--- src/hdl/uart_params.svh ---
`ifndef UART_PARAMS_SVH
`define UART_PARAMS_SVH

// ------------------------------
// Address map
// ------------------------------
`define UART_BASE_ADDR        16'h0200       // Upper address half selecting the UART

// Byte offsets, word aligned
`define UART_TX_OFS           4'h0           // Transmit data, write only
`define UART_STATUS_OFS       4'h4           // Status, read clears overrun
`define UART_RX_OFS           4'h8           // Receive data, read pops FIFO
`define UART_BAUD_OFS         4'hC           // Clocks per bit, lanes 0 and 1

// ------------------------------
// Sizing and reset values
// ------------------------------
`define UART_RX_DEPTH         4              // Receive FIFO entries
`define UART_DEFAULT_PRESCALE 16'd16         // Clocks per bit after reset

// Returned by a receive read with nothing waiting
`define UART_RX_EMPTY_WORD    32'hFFFF_FF00

`endif

--- src/hdl/uart_pkg.sv ---
`include "uart_params.svh"

package uart_pkg;

    // ------------------------------
    // Memory bus
    // ------------------------------
    typedef struct packed {
        logic        valid;     // Request pending
        logic [31:0] addr;      // Byte address
        logic [31:0] wdata;
        logic [3:0]  wstrb;     // Any lane set means write
    } mem_req_t;                // 69 bits

    typedef struct packed {
        logic        ready;     // One cycle, completes the request
        logic [31:0] rdata;
    } mem_rsp_t;                // 33 bits

    // ------------------------------
    // UART data and status
    // ------------------------------
    typedef logic [7:0] uart_byte_t;

    // First member lands in the top bit, so bit 0 is rx_avail
    typedef struct packed {
        logic rx_overrun;       // Bit 3, sticky
        logic tx_busy;          // Bit 2
        logic rx_full;          // Bit 1
        logic rx_avail;         // Bit 0
    } uart_status_t;

    // Register offsets within the 16-byte window
    typedef enum logic [3:0] {
        REG_TX     = `UART_TX_OFS,
        REG_STATUS = `UART_STATUS_OFS,
        REG_RX     = `UART_RX_OFS,
        REG_BAUD   = `UART_BAUD_OFS
    } reg_ofs_e;

    // Serializer and deserializer phases
    typedef enum logic [1:0] {TX_IDLE, TX_START, TX_DATA, TX_STOP} tx_state_e;
    typedef enum logic [1:0] {RX_IDLE, RX_START, RX_DATA, RX_STOP} rx_state_e;

endpackage

--- src/hdl/uart_fifo.sv ---
module uart_fifo #(
    parameter int WIDTH = 8,
    parameter int DEPTH = 4
) (
    input  logic             clk,
    input  logic             rst_n,
    input  logic             push,
    input  logic [WIDTH-1:0] push_data,
    input  logic             pop,
    output logic [WIDTH-1:0] head,
    output logic             empty,
    output logic             full,
    output logic             overrun      // Pulse when a push is refused
);

    localparam int PTR_W = (DEPTH > 1) ? $clog2(DEPTH) : 1;
    localparam int CNT_W = $clog2(DEPTH + 1);

    logic [WIDTH-1:0] mem [DEPTH];
    logic [PTR_W-1:0] wr_ptr;
    logic [PTR_W-1:0] rd_ptr;
    logic [CNT_W-1:0] count;                // Occupancy
    logic             do_push;
    logic             do_pop;

    // Wrap at DEPTH, works for any depth
    function automatic logic [PTR_W-1:0] ptr_next(input logic [PTR_W-1:0] p);
        return (p == PTR_W'(DEPTH - 1)) ? '0 : p + 1'b1;
    endfunction

    assign empty   = (count == '0);
    assign full    = (count == CNT_W'(DEPTH));
    assign do_push = push && !full;         // Byte dropped when full
    assign do_pop  = pop && !empty;         // Pop on empty ignored
    assign head    = mem[rd_ptr];           // Oldest entry, visible without a pop

    always_ff @(posedge clk) begin
        if (!rst_n) begin
            wr_ptr  <= '0;
            rd_ptr  <= '0;
            count   <= '0;
            overrun <= 1'b0;
        end else begin
            overrun <= push && full;
            if (do_push) wr_ptr <= ptr_next(wr_ptr);
            if (do_pop)  rd_ptr <= ptr_next(rd_ptr);
            case ({do_push, do_pop})
                2'b10:   count <= count + 1'b1;
                2'b01:   count <= count - 1'b1;
                default: ;                  // Both or neither, count holds
            endcase
        end
    end

    // Storage
    always_ff @(posedge clk) begin
        if (do_push) mem[wr_ptr] <= push_data;
    end

endmodule

--- src/hdl/uart_tx.sv ---
module uart_tx import uart_pkg::*; (
    input  logic        clk,
    input  logic        rst_n,
    input  logic [15:0] prescale,       // Clocks per bit
    input  logic        tx_start,       // One-cycle request, only honored when idle
    input  uart_byte_t  tx_data,
    output logic        txd,
    output logic        tx_busy
);

    tx_state_e   state;
    logic [15:0] bit_cnt;               // Clocks into current bit
    logic [2:0]  bit_idx;               // Data bit being sent
    uart_byte_t  shreg;                 // Remaining data bits, LSB goes next
    logic        bit_end;

    assign bit_end = (bit_cnt == prescale - 16'd1);
    assign tx_busy = (state != TX_IDLE);

    // ------------------------------
    // Frame sequencer
    // ------------------------------
    always_ff @(posedge clk) begin
        if (!rst_n) begin
            state   <= TX_IDLE;
            txd     <= 1'b1;            // Line idles high
            bit_cnt <= '0;
            bit_idx <= '0;
        end else begin
            bit_cnt <= bit_end ? '0 : bit_cnt + 16'd1;
            case (state)
                TX_IDLE: begin
                    bit_cnt <= '0;
                    if (tx_start) begin
                        state <= TX_START;
                        txd   <= 1'b0;  // Start bit
                    end
                end
                TX_START: if (bit_end) begin
                    state   <= TX_DATA;
                    txd     <= shreg[0];
                    bit_idx <= '0;
                end
                TX_DATA: if (bit_end) begin
                    if (bit_idx == 3'd7) begin
                        state <= TX_STOP;
                        txd   <= 1'b1;  // Stop bit
                    end else begin
                        txd     <= shreg[1];
                        bit_idx <= bit_idx + 3'd1;
                    end
                end
                TX_STOP: if (bit_end) state <= TX_IDLE;
                default: state <= TX_IDLE;
            endcase
        end
    end

    // Byte captured at start, then shifted once per data bit
    always_ff @(posedge clk) begin
        if (state == TX_IDLE && tx_start) begin
            shreg <= tx_data;
        end else if (state == TX_DATA && bit_end) begin
            shreg <= {1'b0, shreg[7:1]};
        end
    end

endmodule

--- src/hdl/uart_rx.sv ---
module uart_rx import uart_pkg::*; (
    input  logic        clk,
    input  logic        rst_n,
    input  logic [15:0] prescale,       // Clocks per bit
    input  logic        rxd,            // Asynchronous serial input
    output uart_byte_t  rx_data,        // Valid with rx_strobe
    output logic        rx_strobe
);

    rx_state_e   state;
    logic [1:0]  sync;                  // Metastability stages
    logic        rxd_s;                 // Synchronized line
    logic        rxd_d;                 // Previous value for edge detect
    logic [15:0] bit_cnt;
    logic [2:0]  bit_idx;
    logic        half_end;
    logic        bit_end;

    assign rxd_s    = sync[1];
    assign half_end = (bit_cnt == (prescale >> 1) - 16'd1);    // Middle of start bit
    assign bit_end  = (bit_cnt == prescale - 16'd1);           // Middle of later bits

    // ------------------------------
    // Input synchronizer
    // ------------------------------
    always_ff @(posedge clk) begin
        if (!rst_n) begin
            sync  <= 2'b11;
            rxd_d <= 1'b1;
        end else begin
            sync  <= {sync[0], rxd};
            rxd_d <= rxd_s;
        end
    end

    // ------------------------------
    // Frame sampler
    // ------------------------------
    always_ff @(posedge clk) begin
        if (!rst_n) begin
            state     <= RX_IDLE;
            bit_cnt   <= '0;
            bit_idx   <= '0;
            rx_strobe <= 1'b0;
        end else begin
            rx_strobe <= 1'b0;
            bit_cnt   <= bit_cnt + 16'd1;
            case (state)
                RX_IDLE: begin
                    bit_cnt <= '0;
                    if (rxd_d && !rxd_s) state <= RX_START;     // Falling edge
                end
                RX_START: if (half_end) begin
                    bit_cnt <= '0;
                    bit_idx <= '0;
                    // Line back high means a glitch, not a start bit
                    state   <= rxd_s ? RX_IDLE : RX_DATA;
                end
                RX_DATA: if (bit_end) begin
                    bit_cnt <= '0;
                    bit_idx <= bit_idx + 3'd1;
                    if (bit_idx == 3'd7) state <= RX_STOP;
                end
                RX_STOP: if (bit_end) begin
                    state     <= RX_IDLE;
                    rx_strobe <= rxd_s;             // Bad stop bit drops the frame
                end
                default: state <= RX_IDLE;
            endcase
        end
    end

    // Data shifts in LSB first, holds until the next frame
    always_ff @(posedge clk) begin
        if (state == RX_DATA && bit_end) rx_data <= {rxd_s, rx_data[7:1]};
    end

endmodule

--- src/hdl/uart_regs.sv ---
`include "uart_params.svh"

module uart_regs import uart_pkg::*; (
    input  logic        clk,
    input  logic        rst_n,
    input  mem_req_t    bus_req,
    output mem_rsp_t    bus_rsp,
    input  logic        tx_busy,
    output logic        tx_start,       // One-cycle send request
    output uart_byte_t  tx_data,
    input  uart_byte_t  rx_head,
    input  logic        rx_empty,
    input  logic        rx_full,
    input  logic        rx_overrun,     // FIFO refused a byte
    output logic        rx_pop,         // One-cycle, with the read response
    output logic [15:0] prescale
);

    logic         rsp_ready;
    logic [31:0]  rsp_rdata;
    logic         ready_d;              // Guard cycle after ready
    logic         tx_wait;              // Transmit write stalled on busy
    logic         overrun_flag;         // Sticky until status read
    logic         sel;
    logic         is_write;
    logic         accept;
    reg_ofs_e     ofs;
    uart_status_t status;

    // ------------------------------
    // Decode
    // ------------------------------
    assign sel      = bus_req.valid && (bus_req.addr[31:16] == `UART_BASE_ADDR);
    assign is_write = |bus_req.wstrb;
    assign ofs      = reg_ofs_e'(bus_req.addr[3:0]);
    // Not while answering, in the guard cycle, or stalled
    assign accept   = sel && !rsp_ready && !ready_d && !tx_wait;

    assign status = '{rx_overrun: overrun_flag,
                      tx_busy:    tx_busy,
                      rx_full:    rx_full,
                      rx_avail:   !rx_empty};

    assign bus_rsp = '{ready: rsp_ready, rdata: rsp_rdata};

    // ------------------------------
    // Control and configuration
    // ------------------------------
    always_ff @(posedge clk) begin
        if (!rst_n) begin
            rsp_ready    <= 1'b0;
            ready_d      <= 1'b0;
            tx_wait      <= 1'b0;
            tx_start     <= 1'b0;
            rx_pop       <= 1'b0;
            overrun_flag <= 1'b0;
            prescale     <= `UART_DEFAULT_PRESCALE;
        end else begin
            rsp_ready <= 1'b0;          // Strobes default low
            tx_start  <= 1'b0;
            rx_pop    <= 1'b0;
            ready_d   <= rsp_ready;
            if (tx_wait) begin
                if (!tx_busy) begin     // Transmitter freed, release the write
                    tx_wait   <= 1'b0;
                    tx_start  <= 1'b1;
                    rsp_ready <= 1'b1;
                end
            end else if (accept) begin
                case (ofs)
                    REG_TX: begin
                        if (is_write && tx_busy) begin
                            tx_wait <= 1'b1;            // Stall the bus
                        end else begin
                            tx_start  <= is_write;
                            rsp_ready <= 1'b1;
                        end
                    end
                    REG_STATUS: begin
                        rsp_ready <= 1'b1;
                        if (!is_write) overrun_flag <= 1'b0;
                    end
                    REG_RX: begin
                        rsp_ready <= 1'b1;
                        rx_pop    <= !is_write && !rx_empty;
                    end
                    REG_BAUD: begin
                        rsp_ready <= 1'b1;
                        if (bus_req.wstrb[0]) prescale[7:0]  <= bus_req.wdata[7:0];
                        if (bus_req.wstrb[1]) prescale[15:8] <= bus_req.wdata[15:8];
                    end
                    default: rsp_ready <= 1'b1;         // Unknown offset, answer zero
                endcase
            end
            // A new overrun wins over a clearing read
            if (rx_overrun) overrun_flag <= 1'b1;
        end
    end

    // ------------------------------
    // Read data and transmit byte
    // ------------------------------
    always_ff @(posedge clk) begin
        rsp_rdata <= '0;
        if (accept && !is_write) begin
            case (ofs)
                REG_STATUS: rsp_rdata <= {28'd0, status};
                REG_RX:     rsp_rdata <= rx_empty ? `UART_RX_EMPTY_WORD : {24'd0, rx_head};
                default:    ;
            endcase
        end
        if (accept && is_write && ofs == REG_TX && bus_req.wstrb[0]) begin
            tx_data <= bus_req.wdata[7:0];  // Held through any stall
        end
    end

endmodule

--- src/hdl/uart_periph.sv ---
`include "uart_params.svh"

module uart_periph import uart_pkg::*; (
    input  logic        clk,
    input  logic        rst_n,
    input  logic        rxd,
    output logic        txd,
    input  mem_req_t    bus_req,
    output mem_rsp_t    bus_rsp,
    output logic        irq_rx_valid,   // Level, data waiting in FIFO
    output logic [15:0] prescale_out
);

    logic       tx_start;
    uart_byte_t tx_data;
    logic       tx_busy;
    uart_byte_t rx_data;
    logic       rx_strobe;
    logic       rx_pop;
    uart_byte_t rx_head;
    logic       rx_empty;
    logic       rx_full;
    logic       rx_overrun;

    assign irq_rx_valid = !rx_empty;

    // ------------------------------
    // Register block
    // ------------------------------
    uart_regs u_regs (
        .clk        (clk),
        .rst_n      (rst_n),
        .bus_req    (bus_req),
        .bus_rsp    (bus_rsp),
        .tx_busy    (tx_busy),
        .tx_start   (tx_start),
        .tx_data    (tx_data),
        .rx_head    (rx_head),
        .rx_empty   (rx_empty),
        .rx_full    (rx_full),
        .rx_overrun (rx_overrun),
        .rx_pop     (rx_pop),
        .prescale   (prescale_out)      // Also sets the bit time of both directions
    );

    // ------------------------------
    // Serial side
    // ------------------------------
    uart_tx u_tx (
        .clk      (clk),
        .rst_n    (rst_n),
        .prescale (prescale_out),
        .tx_start (tx_start),
        .tx_data  (tx_data),
        .txd      (txd),
        .tx_busy  (tx_busy)
    );

    uart_rx u_rx (
        .clk       (clk),
        .rst_n     (rst_n),
        .prescale  (prescale_out),
        .rxd       (rxd),
        .rx_data   (rx_data),
        .rx_strobe (rx_strobe)
    );

    // Receive buffer between deserializer and bus
    uart_fifo #(
        .WIDTH (8),
        .DEPTH (`UART_RX_DEPTH)
    ) u_rx_fifo (
        .clk       (clk),
        .rst_n     (rst_n),
        .push      (rx_strobe),
        .push_data (rx_data),
        .pop       (rx_pop),
        .head      (rx_head),
        .empty     (rx_empty),
        .full      (rx_full),
        .overrun   (rx_overrun)
    );

endmodule

--- config.mk ---
export PLATFORM = sky130hd
export DESIGN_NAME = uart_periph
export DESIGN_NICKNAME = d
export VERILOG_FILES = /design/src/hdl/uart_pkg.sv /design/src/hdl/uart_fifo.sv /design/src/hdl/uart_tx.sv /design/src/hdl/uart_rx.sv /design/src/hdl/uart_regs.sv /design/src/hdl/uart_periph.sv
export VERILOG_INCLUDE_DIRS = /design/src /design/src/hdl
export SDC_FILE = /design/constraint.sdc
export NUM_CORES = 1
export LEC_CHECK = 0
export BUFFER_PORTS_ARGS = -buffer_cell sky130_fd_sc_hd__buf_4
export CAP_MARGIN = 15
export CORE_ASPECT_RATIO = 0.5
export CORE_MARGIN = 4
export CORE_UTILIZATION = 45
export DETAILED_ROUTE_END_ITERATION = 10
export PLACE_DENSITY = 0.69
export SETUP_SLACK_MARGIN = 0.5
export SYNTH_ARGS = -nofsm -noshare
export SYNTH_HDL_FRONTEND = slang
export SYNTH_SLANG_ARGS = --single-unit
--- constraint.sdc ---
create_clock -name clk -period 4.9 [get_ports clk]
set_input_delay 0.735 -clock clk [delete_from_list [all_inputs] [get_ports clk]]
set_output_delay 0.735 -clock clk [all_outputs]
set_load 0.05 [all_outputs]
-- Word level (Yosys, flattened, before mapping)
Memories as Yosys holds them, arrays and structs flattened. A register that Yosys moved wholly into a read port is not among the register bits.
Cells that the tools add are included.
- bits in registers: 133
- RAM bits: 32
- output and inout port bits: 51
- word-level logic and storage cells: 180
- memories kept: 1
- add/subtract/negate cells: 10
- equal/unequal tests: 33
- multiplexer cells: 58
- bitwise operators: 4
- reduce and logical (&&, ||, !) cells: 48
- memory list (memory ; depth ; bits a word ; read ports ; clocked after memory_dff ; wr ports ; RTL line ; RTL):
    u_rx_fifo.mem ; 4 ; 8 ; 1 ; 1 ; 1 ; uart_fifo.sv:19 ; logic [WIDTH-1:0] mem [DEPTH];
- operators with widths (cell ; count):
    $pmux W32 S2 ; 1
    $eq A16 B16 Y1 ; 3
    $pmux W16 S3 ; 1
    $add A16 B1 Y16 const B ; 2
    $mux W16 ; 2
    $mux W32 ; 1
    $mux W2 ; 15
    $mux W1 ; 25
    $ne A2 B1 Y1 const B ; 11
    $reduce_and A4 Y1 ; 5
    $pmux W3 S2 ; 3
    $logic_and A1 B1 Y1 ; 17
    $eq A16 B10 Y1 const B ; 1
    $mux W8 ; 2
    $pmux W2 S4 ; 2
    $sub A15 B1 Y16 const B ; 1
    $sub A16 B1 Y16 const B ; 1
    $mux W3 ; 5
    $eq A2 B2 Y1 const B ; 7
    $reduce_bool A2 Y1 ; 7
    $reduce_and A5 Y1 ; 2
    $add A3 B1 Y3 const B ; 3
    $eq A3 B3 Y1 const B ; 3
    $eq A4 B4 Y1 const B ; 2
    other kinds (15) ; 31

-- Longest topological paths before layout
Gate-level depths: netlist of the first run.
- depth in word-level cells: 8
- mapped depth: 14

-- Cells and area by module
A second synthesis of the first run with hierarchy kept.
- cell total of the unflattened synthesis: 826
- area total of the unflattened synthesis: 8236.6 um^2
- by module, submodules not included (module ; times used ; cells an instance ; area an instance (um^2)):
    uart_rx ; 1 ; 320 ; 2645.0
    uart_tx ; 1 ; 227 ; 1975.6
    uart_regs ; 1 ; 178 ; 1921.8
    uart_fifo ; 1 ; 100 ; 1690.4
    uart_periph ; 1 ; 1 ; 3.8

-- Worst setup path after synthesis of the first run
OpenSTA, ideal clock, no wires.
- path type: flip-flop to flip-flop
- start: register u_regs.prescale[2]
- end: register u_rx.rx_data[0], enable pin
- setup time: 0.383 ns
- arrival time: 3.595 ns
- data required time: 4.517 ns
- slack: 0.921 ns
- stages on the path, launching flop included: 13
- path buffers: 3
- clock period less this slack: 3.979 ns
- path through: dfxtp_1 -> clkbuf_1 -> inv_1 -> ha_1 -> buf_2 -> or4b_1 -> buf_6 -> nor2_8 -> xnor2_1 -> a2111o_1 -> or4b_4 -> nand2b_1 -> nor3_1
- longest elaborated chain between the ends: 3
- RTL lines (what ; RTL line ; RTL):
    from (decl) ; uart_regs.sv:16 ; output logic [15:0] prescale
    from (signal assigned) ; uart_regs.sv:57 ; prescale <= `UART_DEFAULT_PRESCALE;
    from (signal assigned) ; uart_regs.sv:89 ; if (bus_req.wstrb[0]) prescale[7:0] <= bus_req.wdata[7:0];
    $sub A16 B1 Y16 ; uart_rx.sv:21 ; assign bit_end = (bit_cnt == prescale - 16'd1);
    $eq A16 B16 Y1 ; uart_rx.sv:21 ;
    $logic_and A1 B1 Y1 ; uart_rx.sv:75 ; if (state == RX_DATA && bit_end) rx_data <= {rxd_s, rx_data[7:1]};
    to (signal assigned) ; uart_rx.sv:75 ;
    to (decl) ; uart_rx.sv:6 ; output uart_byte_t rx_data,
Every way passes these cells.
A chain may end at the register's enable or synchronous reset.

-- Worst setup path in the final report of the first run
- start: register u_regs.prescale[11]
- end: register u_tx.shreg[1], enable pin
- longest elaborated chain between the ends: 4
- RTL lines (what ; RTL line ; RTL):
    from (signal assigned) ; uart_regs.sv:57 ;
    from (signal assigned) ; uart_regs.sv:90 ; if (bus_req.wstrb[1]) prescale[15:8] <= bus_req.wdata[15:8];
    $sub A16 B1 Y16 ; uart_tx.sv:17 ; assign bit_end = (bit_cnt == prescale - 16'd1);
    $eq A16 B16 Y1 ; uart_tx.sv:17 ;
    $logic_and A1 B1 Y1 ; uart_tx.sv:63 ; end else if (state == TX_DATA && bit_end) begin
    $reduce_bool A2 Y1 (no source line) ; n/a ;
    to (signal assigned) ; uart_tx.sv:62 ; shreg <= tx_data;
    to (signal assigned) ; uart_tx.sv:64 ; shreg <= {1'b0, shreg[7:1]};
    to (decl) ; uart_tx.sv:14 ; uart_byte_t shreg;
Every way passes these cells.

==> summary by stage, run 1 <==
Clock network
CTS built an H-tree with a depth of 4. The clock passes through at most 2 buffers. The clock net sink count is 144.

The later-pin clock latency in the skew report is 420 ps. The number of buffers created by CTS is 17. Hold repair after CTS inserted 0 buffers. The cell at the root of the clock tree is sky130_fd_sc_hd__clkbuf_16. The clock-pin slew of the registers on the worst-case setup and hold paths is 70 ps. The clock tree from TritonCTS is built.

Logic synthesis
The share of synthesized area in the top cell type comes to 0.226. The count of warnings emitted by yosys is 0. Sorting the synthesized cells by area gives the leading types as sky130_fd_sc_hd__dfxtp_1 23%, sky130_fd_sc_hd__edfxtp_1 22%, sky130_fd_sc_hd__xnor2_1 5.7%. Sorting the synthesized cells by how often they occur yields 88 x sky130_fd_sc_hd__dfxtp_1, 75 x sky130_fd_sc_hd__nor2_1, 56 x sky130_fd_sc_hd__edfxtp_1, 51 x sky130_fd_sc_hd__xnor2_1, 49 x sky130_fd_sc_hd__nand2_1. The cell type with the largest total area after synthesis is sky130_fd_sc_hd__dfxtp_1. The distinct cell type count after synthesis is 70. The average instance area after synthesis is 9.81 um2. The synthesized design contains 56 enable-type register cells. The synthesized netlist net count is 884.

After technology mapping, the gate count stands at 793. The synthesized netlist occupies a cell area of 0.00778 mm2. For this run, the register share of the synthesized area comes to 0.443. The dominant register cell in the synthesized netlist is sky130_fd_sc_hd__dfxtp_1. Of all flip-flops after synthesis, the portion carrying an async set or reset was 0.

The number of synthesized register bits is 144. The most frequent cell after synthesis is sky130_fd_sc_hd__dfxtp_1.

Floorplanning
In this run the standard cell core region covers 0.0166 mm2. The die width is 194 um. The floorplan has 33 rows. For this configuration, the core starts out at a cell density of 0.467. The die covers 0.0196 mm2. The top-level I/O count is 123.

Measured along the y axis, the die boundary spans 101 um.

Timing
The setup-violating endpoint count in the final report is 0. Counting I/O delays and the setup requirement, the final critical path takes 4180 ps. For the final routed database, the setup TNS stands at 0 ps.

The final hold violation count is 0. Between clock sinks in the finished design, the worst skew comes to 11.5 ps. The max-slew violation count is 0. Setup repair after global routing left no endpoint under its margin. In the finished design, the share of the clock period the worst path needs comes to 0.852. At the pin with the least slew margin, the transition time is 1130 ps. The achievable clock frequency is 240 MHz. The minimum setup slack in the final design is 725 ps. In this run the tightest slew margin relative to its limit is 0.238.

Placement
The routability congestion estimate is 0.933. In this run the tool buffered the top-level ports with 94 buffer cells. The HPWL reported at the end of detailed placement is 13.6 mm. Timing analysis after detailed placement gives a worst setup slack of 551 ps.

Setup path
The largest individual stage delay along the critical path comes from the cell sky130_fd_sc_hd__nor4_1. The critical path's largest stage delay is 980 ps. The maximum fanout encountered on the critical timing path is 14. Walking the worst path, the cells encountered are nor4_1 -> nand4_1 -> xnor2_1 -> a2111o_1 -> or4_1 -> or2_2 -> nand2_1. STA classifies the critical path endpoint as a flip-flop. The worst setup path is launched from a flip-flop. The startpoint-to-endpoint class of the critical path is reg -> reg. The data required time at the worst endpoint is 4980 ps. The worst path arrival time is 4250 ps.

GRT
Summed over all layers, the global routing overflow is 0. The number of antenna violations at the first check in global routing came to 0. The maximum number of pins on one net before global-route repair is 29. The via count of the first global-routing pass is 5784. The first global-routing pass estimated 30.2 mm of wire. In the global route stage, overall resource usage came out at 0.192.

Routing
The final routed wire length divided by cell count is 17.3 um. Once detail routing completed, the nets flagged for antenna violations numbered 0. For this run, design rule violations remaining after detail routing come to 0. Across all layers, the routed design uses 6057 vias. The via density per instance is 5.56. For this block, the initial DRC count from the detailed router was 455. The length of the first detailed-routing pass in iterations is 6. After detailed routing, the total wire length is 18.8 mm.

Finish
The layout has 1444 filler cells. The count of inserted antenna diode cells is 0. After the last flow step, the layout net total stands at 940. Of the cells placed in the final design, the portion with a size suffix greater than 1 is 0.194. The post-synthesis to final-layout area growth is 16.7%.

Pwr
IR analysis of the VDD net gives a maximum drop of 0.249 mV. The power density of the placed cells is 291 mW/mm2. The cell leakage power is 0.00332 uW.

Run
The max-cap check violation count is 0.

Status
The flow ran to the end, and the final reports show no timing, DRC or antenna violations.

Worst hold path
The min-delay analysis places its worst path in the category reg -> reg.
==> timing repair <==
action                     in CTS  in global routing
gates resized for setup         0                  1
setup endpoints to repair       0                 24
buffers inserted                0                  0
==> kinds of logic (layout without fill, tap and decap cells) <==
group | Yosys count | after routing | share of synthesized area
AND/OR/NAND/NOR | 294 | 294 | 0.199
flip-flops | 144 | 144 | 0.443
AO/OA/AOI/OAI | 112 | 112 | 0.101
buffers and inverters | 101 | 170 | 0.0634
XOR/XNOR | 90 | 90 | 0.107
multiplexers | 33 | 33 | 0.0565
adder cells (fa/ha/maj) | 19 | 19 | 0.0315
==> through the flow <==
stage	hold slack, ps	cells	instance area (um2)	util	total power, uW
finish	406	1089	9080	0.546	2640
global route	425	1089	9080	0.546	2730
CTS	408	1089	9070	0.545	2660
detailed placement	392	1057	8500	0.511	1390
global placement	391	1057	8500	0.511	1390
floorplan	386	793	7780	-	1340
==> layout make-up <==
class                           instances  area, um2  share of cell area
Clock buffer                           19        454              0.0500
Clock inverter                         13        120              0.0132
Inverter                               29        109              0.0120
Multi-Input combinational cell        548       3850               0.424
Sequential cell                       144       3440               0.379
Tap cell                              227        284              0.0313
Timing Repair Buffer                  109        818              0.0901
==> sequential cells by signal, summed over array words and instances, names as in the netlist, 2 cells and up, named ones only <==
signal,flops
u_rx_fifo.mem,32
u_regs.prescale,16
u_rx.bit_cnt,16
u_tx.bit_cnt,16
u_regs.rsp_rdata,9
u_regs.tx_data,8
u_rx.rx_data,8
u_tx.shreg,8
u_rx.bit_idx,3
u_rx_fifo.count,3
u_tx.bit_idx,3
u_rx.sync,2
u_rx_fifo.rd_ptr,2
u_rx_fifo.wr_ptr,2
u_tx.state,2
==> report_power, final <==
group	internal, uW	total, uW	switching (uW)
clock network	698	1270	570
logic	50.8	119	68.6
registers	1240	1250	8.24
total	1990	2640	646
==> critical path, delay by kind of cell (launching register included) <==
family          cells  cell delay [ps]
compound gates      1              400
xor+xnor            1              250
flops               1              480
simple gates        5             2700
==> per-layer routing <==
layer	global-route usage	up-vias	share of wire
li1	-	2934	-
met1	0.261	2925	0.46
met2	0.313	172	0.46
met3	0.0377	26	0.057
met4	0.0621	0	0.016
met5	0	-	0
==> worst paths after layout <==
kind | from | end | slack (ps) | depth (start not counted)
worst max-delay path | u_regs.prescale[11]$_SDFFE_PN0P_ | u_tx.shreg[1]$_DFFE_PP_ | 720 | 7
worst min-delay path | u_rx.sync[0]$_SDFF_PN1_ | u_rx.sync[1]$_SDFF_PN1_ | 410 | 1
worst max register to register | u_regs.prescale[11]$_SDFFE_PN0P_ | u_tx.shreg[1]$_DFFE_PP_ | 720 | 7
worst min register to register | u_rx.sync[0]$_SDFF_PN1_ | u_rx.sync[1]$_SDFF_PN1_ | 410 | 1
==> layout by cell type (no fill, tap or decap), types with 19 or more instances in the layout <==
master,Yosys,routed
sky130_fd_sc_hd__buf_4,24,109
sky130_fd_sc_hd__dfxtp_1,88,88
sky130_fd_sc_hd__nor2_1,75,75
sky130_fd_sc_hd__edfxtp_1,56,56
sky130_fd_sc_hd__xnor2_1,51,51
sky130_fd_sc_hd__nand2_1,49,49
sky130_fd_sc_hd__xor2_1,36,36
sky130_fd_sc_hd__nand3_1,31,31
sky130_fd_sc_hd__inv_1,29,29
sky130_fd_sc_hd__a21oi_1,24,24
sky130_fd_sc_hd__nor3_1,19,19
sky130_fd_sc_hd__a211oi_1,19,19
No activity file was read; power rests on OpenSTA's default activity.
==> run 2, diff against run 1 <==
Settings changed: CORE_ASPECT_RATIO 0.5 to default.
==> run 2 against run 1 <==
Critical path depth increased by 2. Clock-buffer cell count decreased by 2. First-iteration DRC count decreased by 15%. Sequential share of layout area decreased by 0.12 points. Core utilization decreased by 0.22 points. Total power increased by 6.2%. Fmax increased by 6.3%. Sequential power about the same. Largest cell class unchanged. Setup slack improved by 250 ps.
==> summary by stage, run 2 (same netlist as run 1, synthesis figures left out) <==
Timing
The achievable clock frequency was 255 MHz (+6.3%). The clock skew is 12.8 ps (+1.32 ps). The post-route worst hold slack is 409 ps (+3.77 ps). The setup-violating endpoint count in the final report is 0 (unchanged).

The worst max-slew margin expressed relative to the limit is 0.285 (+0.0473). Setup repair after global routing left no endpoint under its margin. The ratio of final minimum period to clock period is 0.802 (-0.0505). The max-slew violation count came to 0 (unchanged).

The worst-margin pin slew came to 1070 ps (-64.5 ps). The total negative slack for setup checks is 0 ps (unchanged). The final hold violation count is 0 (unchanged). The time the worst path needs with I/O delays and setup is 3930 ps (-247 ps).

Pwr
The switching power of the nets is 628 uW (-2.9%). The internal cell power came to 2170 uW (+9.2%). The power density of the placed cells is 308 mW/mm2 (+5.9%).

The power after layout was 2800 uW (+6.2%). The power share of the combinational group is 0.042 (-0.003). The relative contribution of sequential cells to total power is 0.446 (-0.028).

The part of the total power dissipated in the clock network came to 0.511 (+0.030). The net switching share of the total power came to 0.224 (-0.0210). The cell leakage power is 0.00334 uW (+0.56%).

The worst IR drop on VDD is 0.228 mV (-8.6%).

Setup path
The endpoint kind of the worst setup timing path is a flip-flop. The startpoint type of the worst setup path is a flip-flop. The data required time at the worst endpoint was 4990 ps (about the same). The maximum fanout encountered on the critical timing path is 9 (-5). The worst path arrival time is 4010 ps (-240 ps). The worst register-to-register path begins at u_regs.prescale[2]$_SDFFE_PN0P_. The first element of the critical path is u_regs.prescale[2]$_SDFFE_PN0P_.

The setup path with the least slack is of type reg -> reg.

GRT
The number of antenna violations at the first check in global routing is 0 (unchanged). The via count of the first global-routing pass is 5598 (-3.2%). The wire length of the first global-routing pass is 28.7 mm (-5.2%).

The total overflow reported by the global router is 0 (unchanged). The total routing usage reported by global routing is 0.182 (-0.00999). The maximum number of pins on one net before global-route repair came to 32 (+10%).

Routing
The via density per instance was 5.51 (-0.96%). The overall via count from detail_route is 5927 (-2.1%). The initial detailed-routing violation count is 389 (-15%). The detailed-route wire length came to 17.7 mm (-6.0%). The length of the first detailed-routing pass in iterations is 5 (-1).

The residual DRC count came to 0 (unchanged). The final routed wire length divided by cell count came to 16.4 um (-4.9%). The number of routed nets with antenna violations was 0 (unchanged).

Clock network
The hold buffer count at CTS is 0 (unchanged). The clock net sink count is 144 (unchanged). The number of buffers created by CTS is 17 (unchanged). The cell at the root of the clock tree is sky130_fd_sc_hd__clkbuf_16.

TritonCTS built the clock tree. The later-pin clock latency in the skew report is 420 ps (about the same). The quantity of gates resized following cts came to 0 (unchanged). The clock-pin slew of the registers on the worst-case setup and hold paths is 70 ps (about the same).

The maximum root-to-sink buffer count came to 2 (unchanged). The number of levels in the clock H-tree is 4 (unchanged). The setup fix buffers added after clock tree synthesis came to 0 (unchanged).

Floorplanning
The area inside the core boundary is 0.0168 mm2 (+0.72%). The initial cell density of the core came to 0.464 (-0.00335). The top-level I/O count is 123 (unchanged). The die width is 139 um (-28%). The placement row count is 47 (+42%).

The full die area is 0.0195 mm2 (-0.66%). The height of the die was 139 um (+38%).

Finish
The post-synthesis to final-layout area growth is 17.1%. The flip-flop count of the largest register after layout is 32 (unchanged). The number of standard cells in the final layout excluding fillers is 1076 (-1.2%). Leaving out fill and tap cells, the most frequent cell in the layout is sky130_fd_sc_hd__buf_4. The count of inserted antenna diode cells is 0 (unchanged). The net count reported at finish is 934 (-0.64%).

The ratio of cells with drive above 1 in the final layout is 0.189 (-0.00448). Counting flops per register, the top entry is u_rx_fifo.mem. The top cell types in the final layout, fill and taps aside, are 102 x sky130_fd_sc_hd__buf_4, 88 x sky130_fd_sc_hd__dfxtp_1, 75 x sky130_fd_sc_hd__nor2_1.

Status
The flow ran to the end, and the final reports show no timing, DRC or antenna violations.

Run
The max-cap check violation count is 0 (unchanged).

Placement
The HPWL reported at the end of detailed placement is 12.8 mm (-5.7%). The number of cells in the design after placement is 1043 (-1.3%). The routability congestion estimate is 0.920 (-1.4%).

The number of port buffers is 94 (unchanged).

Worst hold path
In this run the most critical hold path is launched from u_rx.sync[0]$_SDFF_PN1_. The type of the most critical hold path is reg -> reg.
-- run 2: final cells by class --
class / instances / area [um2]
Clock buffer: 17 / 425
Fill cell: 1436 / 7650
Sequential cell: 144 / 3440
Clock inverter: 15 / 234
Timing Repair Buffer: 103 / 771
Tap cell: 220 / 275
Inverter: 29 / 109
Multi-Input combinational cell: 548 / 3850
-- run 2: path summary, 6_finish.rpt --
check | to | slack [ps] | depth (start not counted)
worst max-delay path | u_tx.shreg[7]$_SDFFCE_PN0P_ | 970 | 9
worst min-delay path | u_rx.sync[1]$_SDFF_PN1_ | 410 | 1
worst max register to register | u_tx.shreg[7]$_SDFFCE_PN0P_ | 970 | 9
worst min register to register | u_rx.sync[1]$_SDFF_PN1_ | 410 | 1
-- run 2: critical path: stages, from the launching register on --
cell and delay, ps:
sky130_fd_sc_hd__dfxtp_1 420, sky130_fd_sc_hd__inv_1 100, sky130_fd_sc_hd__ha_1 380, sky130_fd_sc_hd__or4b_1 670, sky130_fd_sc_hd__xnor2_1 220, sky130_fd_sc_hd__nor4_1 360, sky130_fd_sc_hd__nand4_1 130, sky130_fd_sc_hd__or4_1 670
sky130_fd_sc_hd__or2_2 350, sky130_fd_sc_hd__nand2_1 280
-- run 2: power groups by stage --
stage               sequential, uW  clock, uW  combinational, uW
floorplan                     1280          0               60.2
global placement              1280          0                118
detailed placement            1280          0                119
CTS                           1250       1460                120
global route                  1250       1510                130
finish                        1250       1430                119
-- run 2: metal layers --
| layer | global-route usage | vias to the layer above | part of all wire | routed length [um] |
|---|---|---|---|---|
| li1 | - | 2925 | - | - |
| met1 | 0.240 | 2795 | 0.45 | 8000 |
| met2 | 0.300 | 192 | 0.47 | 8290 |
| met3 | 0.0504 | 15 | 0.068 | 1200 |
| met4 | 0.0396 | 0 | 0.010 | 178 |
| met5 | 0 | - | 0 | 0 |
-- run 2: metrics by stage --
stage	cell area (um2)	util	worst slack (ps)
3_5_place_dp	8440	0.504	827
6_report	9110	0.543	972
4_1_cts	9100	0.543	792
5_1_grt	9110	0.543	715
3_3_place_gp	8440	0.504	922
2_1_floorplan	7780	-	921
==> run 3, diff against run 2 <==
Settings changed: ABC_AREA from default to 1.
Clock period 4.9 ns to 4 ns, I/O delays scaled along.
==> run 3 against run 2 <==
Critical path depth is 8 higher. Sequential share of layout area grew 0.76 points. Design area decreased by 2.0%. Setup slack improved by 250 ps. Synthesized cell count rose by 21%. Non-clock buffer count decreased by 8. Hold slack got worse by 41 ps. Critical path type unchanged. Critical endpoint is now u_tx.bit_idx[0]$_SDFFE_PN0P_. Highest routed layer unchanged.
==> summary by stage, run 3 <==
Floorplanning
The initial cell density of the core was 0.459 (-0.00510). The top-level I/O count was 123 (unchanged). The full die area was 0.0191 mm2 (-2.0%).

The die width is 138 um (-1.0%). The height of the die is 138 um (-1.0%). The area inside the core boundary is 0.0166 mm2 (-1.1%). The placement row count is 47 (unchanged).

Routing
The detailed-route wire length is 17.6 mm (-0.49%). The number of routed nets with antenna violations came to 0 (unchanged). The overall via count from detail_route was 6294 (+6.2%). The initial detailed-routing violation count is 503 (+29%). The via density per instance is 4.97 (-9.7%).

The residual DRC count is 0 (unchanged). The final routed wire length divided by cell count is 13.9 um (-15%). The length of the first detailed-routing pass in iterations is 6 (+1).

Timing
The achievable clock frequency is 360 MHz (+42%). The time the worst path needs with I/O delays and setup is 2780 ps (-1150 ps). The setup-violating endpoint count in the final report was 0 (unchanged). The ratio of final minimum period to clock period is 0.694 (-0.108). The worst max-slew margin expressed relative to the limit is 0.288 (+0.00236).

The total negative slack for setup checks is 0 ps (unchanged). The worst-margin pin slew is 1060 ps (-8.42 ps). The clock skew is 9.62 ps (-3.18 ps). Setup repair after global routing left no endpoint under its margin. The final hold violation count is 0 (unchanged). The max-slew violation count came to 0 (unchanged).

Finish
The final standard cell area without fillers came to 0.00893 mm2 (-2.0%). The final standard cell utilization of the core came to 0.538 (-0.00501). The number of standard cells in the final layout excluding fillers came to 1266 (+18%).

In the layout the commonest cells are 201 x sky130_fd_sc_hd__nand2_1, 122 x sky130_fd_sc_hd__nor2_1, 115 x sky130_fd_sc_hd__inv_1. The count of inserted antenna diode cells is 0 (unchanged). The count of fill cells added during filler insertion is 1566 (+9.1%). The register bank with the most flops is u_rx_fifo.mem. Relative to the synthesized area, the layout overhead comes to 17.3%. The ratio of cells with drive above 1 in the final layout was 0.168 (-0.0210). The net count reported at finish is 1124 (+20%).

The flip-flop count of the largest register after layout came to 32 (unchanged). The library cell used most frequently in the layout, excluding fill and tap cells, is sky130_fd_sc_hd__nand2_1.

Placement
The number of cells in the design after placement came to 1234 (+18%). The HPWL reported at the end of detailed placement is 13.3 mm (+4.2%). The number of port buffers is 94 (unchanged). The routability congestion estimate came to 0.889 (-3.4%).

The instance area at placement is 0.00834 mm2 (-1.2%).

Logic synthesis
The number of synthesized flops with an enable pin is 56 (unchanged). The number of synthesized register bits is 144 (unchanged). The distinct cell type count after synthesis is 47 (-33%). Counting instances in the post-synthesis netlist gives the leading cell types as 201 x sky130_fd_sc_hd__nand2_1, 122 x sky130_fd_sc_hd__nor2_1, 115 x sky130_fd_sc_hd__inv_1, 88 x sky130_fd_sc_hd__dfxtp_1, 84 x sky130_fd_sc_hd__nand3_1. The synthesized instance count is 959 (+21%). The most frequent cell after synthesis is sky130_fd_sc_hd__nand2_1.

The share of the yosys chip area belonging to registers is 0.452 (+0.00968). Ranked by total cell area, the synthesized netlist is headed by sky130_fd_sc_hd__dfxtp_1 23%, sky130_fd_sc_hd__edfxtp_1 22%, sky130_fd_sc_hd__nand2_1 9.9%. The area share of the largest cell type after synthesis was 0.231 (+0.00495). The post-synthesis instance area is 0.00761 mm2 (-2.1%). Among all flip-flop cells after synthesis, the most frequent one is sky130_fd_sc_hd__dfxtp_1.

The synthesized netlist net count came to 1050 (+19%). The cell type with the largest total area after synthesis is sky130_fd_sc_hd__dfxtp_1. The average instance area after synthesis is 7.94 um2 (-19%).

The share of flip-flops with an asynchronous set or reset after synthesis is 0 (unchanged). The count of warnings emitted by yosys is 0 (unchanged).

Setup path
The worst setup path is launched from a flip-flop. The register-to-register path setup slack is 1220 ps (+250 ps). The worst path arrival time was 3090 ps (-920 ps). The capture point of the critical path is u_tx.bit_idx[0]$_SDFFE_PN0P_. The worst reg2reg path startpoint is u_regs.prescale[2]$_SDFFE_PN0P_. The data required time at the worst endpoint is 4310 ps (-680 ps). The most critical setup path has its startpoint at u_regs.prescale[2]$_SDFFE_PN0P_. The number of cells on the worst reg-to-reg path is 17 (+8). The critical path is of the reg -> reg type.

The maximum fanout encountered on the critical timing path is 6 (-3). The worst setup path is captured at a flip-flop. The endpoint identified for the worst register-to-register timing path is u_tx.bit_idx[0]$_SDFFE_PN0P_.

Pwr
The power after layout is 3360 uW (+20%). The cell leakage power is 0.00383 uW (+14%). The power density of the placed cells is 376 mW/mm2 (+22%). The worst IR drop on VDD is 0.293 mV (+29%).

GRT
The via count of the first global-routing pass was 5975 (+6.7%). The total routing usage reported by global routing is 0.186 (+0.00402). The total overflow reported by the global router is 0 (unchanged). The maximum number of pins on one net before global-route repair is 30 (-6.3%). The number of antenna violations at the first check in global routing is 0 (unchanged).

The wire length of the first global-routing pass was 29.3 mm (+2.1%).

Clock network
TritonCTS built the clock tree. The quantity of gates resized following cts is 0 (unchanged). The clock net sink count is 144 (unchanged). The clock-pin slew of the registers on the worst-case setup and hold paths was 70 ps (about the same). The maximum root-to-sink buffer count is 2 (unchanged). The number of levels in the clock H-tree is 4 (unchanged). The later-pin clock latency in the skew report is 420 ps (about the same). The hold buffer count at CTS is 0 (unchanged). The setup fix buffers added after clock tree synthesis is 0 (unchanged). The cell at the root of the clock tree is sky130_fd_sc_hd__clkbuf_16. The number of buffers created by CTS is 17 (unchanged).

Status
The flow ran to the end, and the final reports show no timing, DRC or antenna violations.

Run
The max-cap check violation count is 0 (unchanged).

Worst hold path
The type of the most critical hold path is in -> reg. The origin of the worst min-delay path is bus_req[9]. The cell depth of the worst min-delay path came to 1 (unchanged).
==> run 3: cell count changes after synthesis, moves of 11 or more <==
cell,previous run,this run
sky130_fd_sc_hd__o21ai_0,15,33
sky130_fd_sc_hd__mux2i_1,18,0
sky130_fd_sc_hd__nor2_1,75,122
sky130_fd_sc_hd__nand3_1,31,84
sky130_fd_sc_hd__nand2b_1,11,0
sky130_fd_sc_hd__nand2_1,49,201
sky130_fd_sc_hd__xnor2_1,51,12
sky130_fd_sc_hd__and3_1,16,1
sky130_fd_sc_hd__nor2_2,0,17
sky130_fd_sc_hd__inv_1,29,115
sky130_fd_sc_hd__clkbuf_1,36,9
==> run 3: how the worst min path moves through the flow <==
stage / to / slack, ps
final: u_regs.tx_data[5]$_DFFE_PP_ / 370
after global routing: u_regs.tx_data[6]$_DFFE_PP_ / 350
after CTS: u_regs.tx_data[5]$_DFFE_PP_ / 340
after detailed placement: u_rx.sync[1]$_SDFF_PN1_ / 400
after global placement: u_rx.sync[1]$_SDFF_PN1_ / 400
after floorplan: u_rx.sync[1]$_SDFF_PN1_ / 390
==> run 3: worst max-delay path, cell delays in order (launching register included) <==
cell,delay (ps)
sky130_fd_sc_hd__dfxtp_1,360
sky130_fd_sc_hd__inv_1,140
sky130_fd_sc_hd__ha_1,330
sky130_fd_sc_hd__inv_2,100
sky130_fd_sc_hd__nor2_2,140
sky130_fd_sc_hd__nand2_1,100
sky130_fd_sc_hd__inv_1,150
sky130_fd_sc_hd__nand2_1,70
sky130_fd_sc_hd__nand2_1,60
sky130_fd_sc_hd__nand2_1,100
sky130_fd_sc_hd__nand2_1,90
sky130_fd_sc_hd__nand2_1,50
sky130_fd_sc_hd__nor2_1,80
sky130_fd_sc_hd__nand3_1,80
sky130_fd_sc_hd__nor2_1,390
sky130_fd_sc_hd__nand2_1,180
sky130_fd_sc_hd__o21ai_0,200
sky130_fd_sc_hd__nor2_1,60
==> run 3: logic make-up after synthesis <==
kind of cell,count (synthesis),synth area share
flops,144,0.452
fa+ha+maj,19,0.0322
compound gates,88,0.0676
simple gates,498,0.294
mux,7,0.0104
xor+xnor,44,0.0506
buf+inv,159,0.0932
==> run 3: area by class of cell <==
| cell class | instances | area [um2] | area share |
|---|---|---|---|
| multi-input combinational | 656 | 3470 | 0.388 |
| clock buffer | 17 | 425 | 0.0477 |
| sequential | 144 | 3440 | 0.386 |
| clock inverter | 15 | 158 | 0.0177 |
| inverter | 119 | 447 | 0.0500 |
| timing repair buffer | 95 | 713 | 0.0799 |
| tap | 220 | 275 | 0.0308 |
==> run 3: metal layers <==
metal  wire length, um  GRT usage
met4               319     0.0572
met2              8440      0.318
met3               980     0.0490
met1              7850      0.231
met5                 0          0
==> run 3: per-stage QoR <==
step | worst slack (ps) | hold slack (ps)
after floorplan | 975 | 393
final | 1220 | 368
after global placement | 1300 | 397
after detailed placement | 1270 | 397
after global routing | 952 | 352
after CTS | 1240 | 343
==> run 3: report_power, final <==
group	leakage [uW]	switching [uW]	internal, uW	total, uW
logic	0.00233	173	98.5	272
clock network	0.000285	700	837	1540
registers	0.00121	16.3	1530	1550
total	0.00383	889	2470	3360
